`config.mk`:
```
export PLATFORM = sky130hd
export DESIGN_NAME = memory_stage
export DESIGN_NICKNAME = d
export VERILOG_FILES = /design/src/source/core_pkg.sv /design/src/source/memory_stage.sv
export VERILOG_INCLUDE_DIRS = /design/src /design/src/include
export SDC_FILE = /design/constraint.sdc
export NUM_CORES = 1
export LEC_CHECK = 0
export ABC_AREA = 0
export BUFFER_PORTS_ARGS = -buffer_cell sky130_fd_sc_hd__buf_2
export CORE_AREA = 2 2 163 165
export DETAILED_ROUTE_END_ITERATION = 6
export DIE_AREA = 0 0 165 167
export PLACE_DENSITY_LB_ADDON = 0.05
export SYNTH_ARGS = -nofsm -noshare
export SYNTH_HDL_FRONTEND = slang
export SYNTH_SLANG_ARGS = --single-unit
```
`constraint.sdc`:
```
create_clock -name clk -period 20.7 [get_ports clk]
set_clock_uncertainty 0.2 [all_clocks]
set_input_delay 1.035 -clock clk [delete_from_list [all_inputs] [get_ports clk]]
set_output_delay 1.035 -clock clk [all_outputs]
set_load 0.05 [all_outputs]
```
`src/include/core_defines.svh`:
```
`ifndef CORE_DEFINES_SVH
`define CORE_DEFINES_SVH

// data path and address width.
`define XLEN 32

// data memory holds 2**DMEM_DEPTH_LOG2 words.
`define DMEM_DEPTH_LOG2 8

// cycles ready stays low after a command is taken.
// read data comes back on the last of them.
`define DMEM_BUSY_CYCLES 2

`endif

```
`src/source/core_pkg.sv`:
```
`default_nettype none

`include "core_defines.svh"

package core_pkg;

    typedef logic [`XLEN-1:0] word_t;
    typedef logic [4:0]       reg_addr_t;
    typedef logic [3:0]       wb_sel_t;

    typedef enum logic [3:0] {
        MEM_X,
        MEM_LB,
        MEM_LBU,
        MEM_LH,
        MEM_LHU,
        MEM_LW,
        MEM_SB,
        MEM_SH,
        MEM_SW
    } mem_op_e;

    typedef enum logic [1:0] {
        ST_IDLE,
        ST_WAIT_READY,
        ST_WAIT_RDATA
    } mem_state_e;

    // record from execute.
    typedef struct packed {
        logic      valid;
        word_t     pc;
        word_t     alu_out;    // doubles as the memory address.
        word_t     rs2_data;
        logic      br_flg;
        word_t     br_target;
        mem_op_e   mem_op;
        logic      rf_wen;
        wb_sel_t   wb_sel;
        reg_addr_t wb_addr;
        logic      jmp_flg;
        logic      is_ecall;
    } ex_mem_t;

    // record to writeback.
    typedef struct packed {
        logic      valid;
        word_t     pc;
        word_t     alu_out;
        logic      br_flg;
        word_t     br_target;
        logic      rf_wen;
        wb_sel_t   wb_sel;
        reg_addr_t wb_addr;
        logic      jmp_flg;
        logic      is_ecall;
        word_t     read_data;
    } mem_wb_t;

    typedef struct packed {
        logic  start;
        logic  write;
        word_t addr;
        word_t wdata;
        word_t wmask;    // one bit per data bit.
    } mem_req_t;

    typedef struct packed {
        logic  ready;
        word_t rdata;
        logic  rdata_valid;
    } mem_rsp_t;

endpackage

`default_nettype wire

```
`src/source/memory_stage.sv`:
```
`timescale 1ns/1ps
`default_nettype none

`include "core_defines.svh"

module memory_stage
    import core_pkg::*;
(
    input  logic     clk,
    input  logic     arst_n,
    input  logic     flush,
    input  ex_mem_t  ex_mem,
    output logic     stall,
    output mem_wb_t  mem_wb,
    output mem_req_t mem_req,
    input  mem_rsp_t mem_rsp
);

    mem_state_e state;
    mem_state_e state_next;

    ex_mem_t    in_rec;    // live record, squashed by flush.
    ex_mem_t    saved;
    ex_mem_t    src;

    logic       in_mem;
    logic       in_store;
    logic       saved_store;
    logic       done;

    word_t      load_ext;
    logic       wb_valid_q;
    mem_wb_t    wb_q;

    function automatic logic is_store_op(mem_op_e op);
        return op == MEM_SB || op == MEM_SH || op == MEM_SW;
    endfunction

    function automatic word_t store_mask(mem_op_e op);
        case (op)
            MEM_SB:  return word_t'(8'hff);
            MEM_SH:  return word_t'(16'hffff);
            default: return '1;
        endcase
    endfunction

    always_comb begin
        in_rec       = ex_mem;
        in_rec.valid = ex_mem.valid && !flush;
    end

    assign in_mem      = in_rec.valid && in_rec.mem_op != MEM_X;
    assign in_store    = in_mem && is_store_op(in_rec.mem_op);
    assign saved_store = is_store_op(saved.mem_op);

    // live record while idle, saved copy while waiting.
    assign src = (state == ST_IDLE) ? in_rec : saved;

    always_comb begin
        mem_req.start = 1'b0;
        if (!flush) begin
            case (state)
                ST_IDLE:       mem_req.start = in_mem;
                ST_WAIT_READY: mem_req.start = 1'b1;    // held until taken.
                default:       mem_req.start = 1'b0;
            endcase
        end
        mem_req.write = is_store_op(src.mem_op);
        mem_req.addr  = src.alu_out;
        mem_req.wdata = src.rs2_data;
        mem_req.wmask = store_mask(src.mem_op);
    end

    // record finishes this cycle.
    always_comb begin
        case (state)
            ST_IDLE:       done = !in_mem || (in_store && mem_rsp.ready);
            ST_WAIT_READY: done = saved_store && mem_rsp.ready;
            ST_WAIT_RDATA: done = mem_rsp.rdata_valid;
            default:       done = 1'b1;
        endcase
    end

    assign stall = !flush && !done;

    always_comb begin
        state_next = state;
        case (state)
            ST_IDLE: begin
                if (in_mem) begin
                    if (!mem_rsp.ready)
                        state_next = ST_WAIT_READY;
                    else if (!in_store)
                        state_next = ST_WAIT_RDATA;
                end
            end
            ST_WAIT_READY: begin
                if (mem_rsp.ready)
                    state_next = saved_store ? ST_IDLE : ST_WAIT_RDATA;
            end
            ST_WAIT_RDATA: begin
                if (mem_rsp.rdata_valid)
                    state_next = ST_IDLE;
            end
            default: state_next = ST_IDLE;
        endcase
        if (flush)
            state_next = ST_IDLE;    // drops any pending response too.
    end

    always_ff @(posedge clk or negedge arst_n) begin
        if (!arst_n)
            state <= ST_IDLE;
        else
            state <= state_next;
    end

    always_ff @(posedge clk) begin
        if (state == ST_IDLE)
            saved <= in_rec;
    end

    always_comb begin
        case (saved.mem_op)
            MEM_LB:  load_ext = {{(`XLEN-8){mem_rsp.rdata[7]}}, mem_rsp.rdata[7:0]};
            MEM_LBU: load_ext = {{(`XLEN-8){1'b0}}, mem_rsp.rdata[7:0]};
            MEM_LH:  load_ext = {{(`XLEN-16){mem_rsp.rdata[15]}}, mem_rsp.rdata[15:0]};
            MEM_LHU: load_ext = {{(`XLEN-16){1'b0}}, mem_rsp.rdata[15:0]};
            default: load_ext = mem_rsp.rdata;
        endcase
    end

    always_ff @(posedge clk or negedge arst_n) begin
        if (!arst_n)
            wb_valid_q <= 1'b0;
        else
            wb_valid_q <= done && src.valid && !flush;
    end

    always_ff @(posedge clk) begin
        if (done) begin
            wb_q.valid     <= src.valid;
            wb_q.pc        <= src.pc;
            wb_q.alu_out   <= src.alu_out;
            wb_q.br_flg    <= src.br_flg;
            wb_q.br_target <= src.br_target;
            wb_q.rf_wen    <= src.rf_wen;
            wb_q.wb_sel    <= src.wb_sel;
            wb_q.wb_addr   <= src.wb_addr;
            wb_q.jmp_flg   <= src.jmp_flg;
            wb_q.is_ecall  <= src.is_ecall;
            // only a load finishes in ST_WAIT_RDATA.
            wb_q.read_data <= (state == ST_WAIT_RDATA) ? load_ext : '0;
        end
    end

    always_comb begin
        mem_wb       = wb_q;
        mem_wb.valid = wb_valid_q;
    end

endmodule

`default_nettype wire

```
==> results.sh <==
export IMPL_status="finished, final reports clean"
export IMPL_fin_area_sq_um=13200
export IMPL_min_path_type="primary input to asynchronous set/reset pin"
export IMPL_grt_max_degree=77
export IMPL_yosysWarnings=0
export IMPL_dr_pass1_iters=4
export IMPL_drtAntennaViolNets=0
export IMPL_cts_clk_slew_worst_paths_ns=0.06
export IMPL_cts_resized=0
export IMPL_synthCells=976
export IMPL_reg2reg_slack_ns=16.71
export IMPL_pin_count=424
export IMPL_worst_pin_slew_ns=1.20
export IMPL_cts_tree="done"
export IMPL_async_flop_share_pct=1.03
export IMPL_hold_viol=0
export IMPL_final_cell_mix="nand2_1 (463), buf_2 (415), dfxtp_1 (146)"
export IMPL_dpl_hpwl_mm=18.2
export IMPL_vias=7335
export IMPL_cts_hold_repair_buffers=0
export IMPL_die_h_microns=167
export IMPL_cp_data_arrival_time_ns=2.90
export IMPL_placement_cell_area_sq_um=12100
export IMPL_r2r_start="state[0]"
export IMPL_io_buffer_count=415
export IMPL_fin_tns_setup_ns=0
export IMPL_cts_made_buffers=31
export IMPL_routed_wl_mm=26.0
export IMPL_powerDensity_nw_per_um2=193
export IMPL_dieArea_sq_um=27600
export IMPL_synth_area_sq_um=10400
export IMPL_critPathKind="flip-flop to primary output"
export IMPL_setup_worst_path_start="state[0]"
export IMPL_gp_congestion=0.835
export IMPL_r2r_end="mem_wb[66]"
export IMPL_cp_max_fo=74
export IMPL_grt_pass1_vias=7125
export IMPL_grt_total_usage_pct=18.0
export IMPL_leakagePower_nw=6.53
export IMPL_drc=0
export IMPL_htreeDepth=1
export IMPL_die_x_microns=165
export IMPL_insertion_delay_ns=0.54
export IMPL_drt_first_iter_violations=419
export IMPL_syn_avg_cell_area_sq_um=10.7
export IMPL_drt_wirelength_per_cell_microns=15.6
export IMPL_synth_edf_count=141
export IMPL_drv_slew=0
export IMPL_cts_root_buf="clkbuf_16"
export IMPL_start_kind="flip-flop"
export IMPL_avgViaCountPerCell=4.40
export IMPL_antenna_found_initial=7
export IMPL_period_share_pct=20.0
export IMPL_synthFlopType="dfxtp_1"
export IMPL_drive_above_1_share_pct=36.2
export IMPL_layout_min_cycle_time_ns=4.13
export IMPL_fp_row_count=59
export IMPL_clock_sinks=290
export IMPL_postCtsSetupBuffers=0
export IMPL_reg2reg_depth=4
export IMPL_cp_required_ns=19.47
export IMPL_fill_cells=2431
export IMPL_cts_buffer_depth=3
export IMPL_ir_worst_vdd_mv=0.0974
export IMPL_final_common_cell="nand2_1"
export IMPL_seq_area_frac_synth_pct=69.5
export IMPL_start_util_pct=40.4
export IMPL_finalSetupViolCount=0
export IMPL_rsz0062_at_grt="false"
export IMPL_synth_seq_cells=290
export IMPL_slew_headroom_pct=20.1
export IMPL_grt_pass1_wl_mm=38.6
export IMPL_core_sq_um=25800
export IMPL_area_growth_pct=27.0
export IMPL_end_kind="primary output"
export IMPL_fmax_mhz=242
export IMPL_yosys_cell_types_count=43
export IMPL_max_cap_violations=0
export IMPL_nets=1483
export IMPL_grt_overflow_total=0
[critical path, stage by stage, from the launching register on]
cell	delay, ns
dfrtp_1	0.51
nor2_4	0.48
buf_4	0.72
nor3b_1	0.12
o21ai_0	0.18
o21bai_1	0.09
buf_2	0.22
[worst max-delay path by stage]
stage	to	slack, ns	depth (start not counted)
2_1_floorplan	mem_wb[0]	12.18	4
3_3_place_gp	mem_wb[105]	16.38	6
6_report	mem_req[96]	16.57	6
5_1_grt	mem_req[96]	16.31	6
3_5_place_dp	mem_wb[105]	16.33	6
4_1_cts	mem_req[96]	16.46	6
[registers in the layout (all words and copies together), names as in the netlist]
name,count
saved,146
state,2
wb_valid_q,1
mem_wb,141
[cells by family (layout without fill, tap and decap cells)]
logic type | after synthesis | count (layout) | share of synthesized area [%]
and+or+nand+nor | 504 | 504 | 19.3
AOI/OAI and AO/OA | 39 | 39 | 2.21
muxes | 2 | 2 | 0.204
xor gates and xnor gates | 1 | 1 | 0.0842
DFF | 290 | 290 | 69.5
other | 1 | 14 | 0.0360
buffers and inverters | 139 | 481 | 8.68
[through the flow]
| step | total power, W | utilization, % | cells | setup slack, ns | hold WS (ns) |
|---|---|---|---|---|---|
| 2_1_floorplan | 0.00181 | - | 983 | 12.18 | 0.211 |
| 3_3_place_gp | 0.00198 | 46.9 | 1602 | 16.38 | 0.223 |
| 3_5_place_dp | 0.00199 | 46.9 | 1602 | 16.33 | 0.228 |
| 4_1_cts | 0.00258 | 51.2 | 1660 | 16.46 | 0.0511 |
| 5_1_grt | 0.00267 | 51.3 | 1663 | 16.31 | 0.0506 |
| 6_report | 0.00255 | 51.3 | 1666 | 16.57 | 0.0757 |
[metal layers]
layer / vias up / GRT usage [%] / wire length, microns
met1: 3282 / 21.4 / 10300
met5: - / 0 / 11
met3: 56 / 6.38 / 2640
met2: 291 / 30.3 / 12300
li1: 3704 / - / -
met4: 2 / 5.94 / 828
[synth_stat cells (2+ instances only)]
cell type,number,area [sq um]
nor3b_1,2,15.0
dfrtp_1,3,75.1
buf_2,20,100
clkbuf_1,22,82.6
dfxtp_1,146,2920
buf_4,95,713
a21oi_1,25,125
nor2b_1,5,31.3
edfxtp_1,141,4230
o21ai_0,3,15.0
inv_1,2,7.51
and2_1,8,50.1
nand2_1,463,1740
nor4b_1,3,26.3
nand3_1,2,10.0
nor2_1,9,33.8
[area by class of cell]
class	count	area, sq um	share of cell area (%)
repair buffers	421	2120	16.1
multi-input cells	554	2310	17.5
diodes	6	15.0	0.114
clock inverters	19	248	1.88
inverters	2	7.51	0.0568
flip-flops and latches	290	7230	54.7
well taps	335	419	3.17
clock buffers	39	857	6.49
[power breakdown]
| group | internal, W | switching (W) | total [W] |
|---|---|---|---|
| Clock | 0.000367 | 0.000220 | 0.000586 |
| Sequential | 0.000857 | 0.0000573 | 0.000915 |
| Combinational | 0.000183 | 0.000866 | 0.00105 |
No activity file was read; power rests on OpenSTA's default activity.
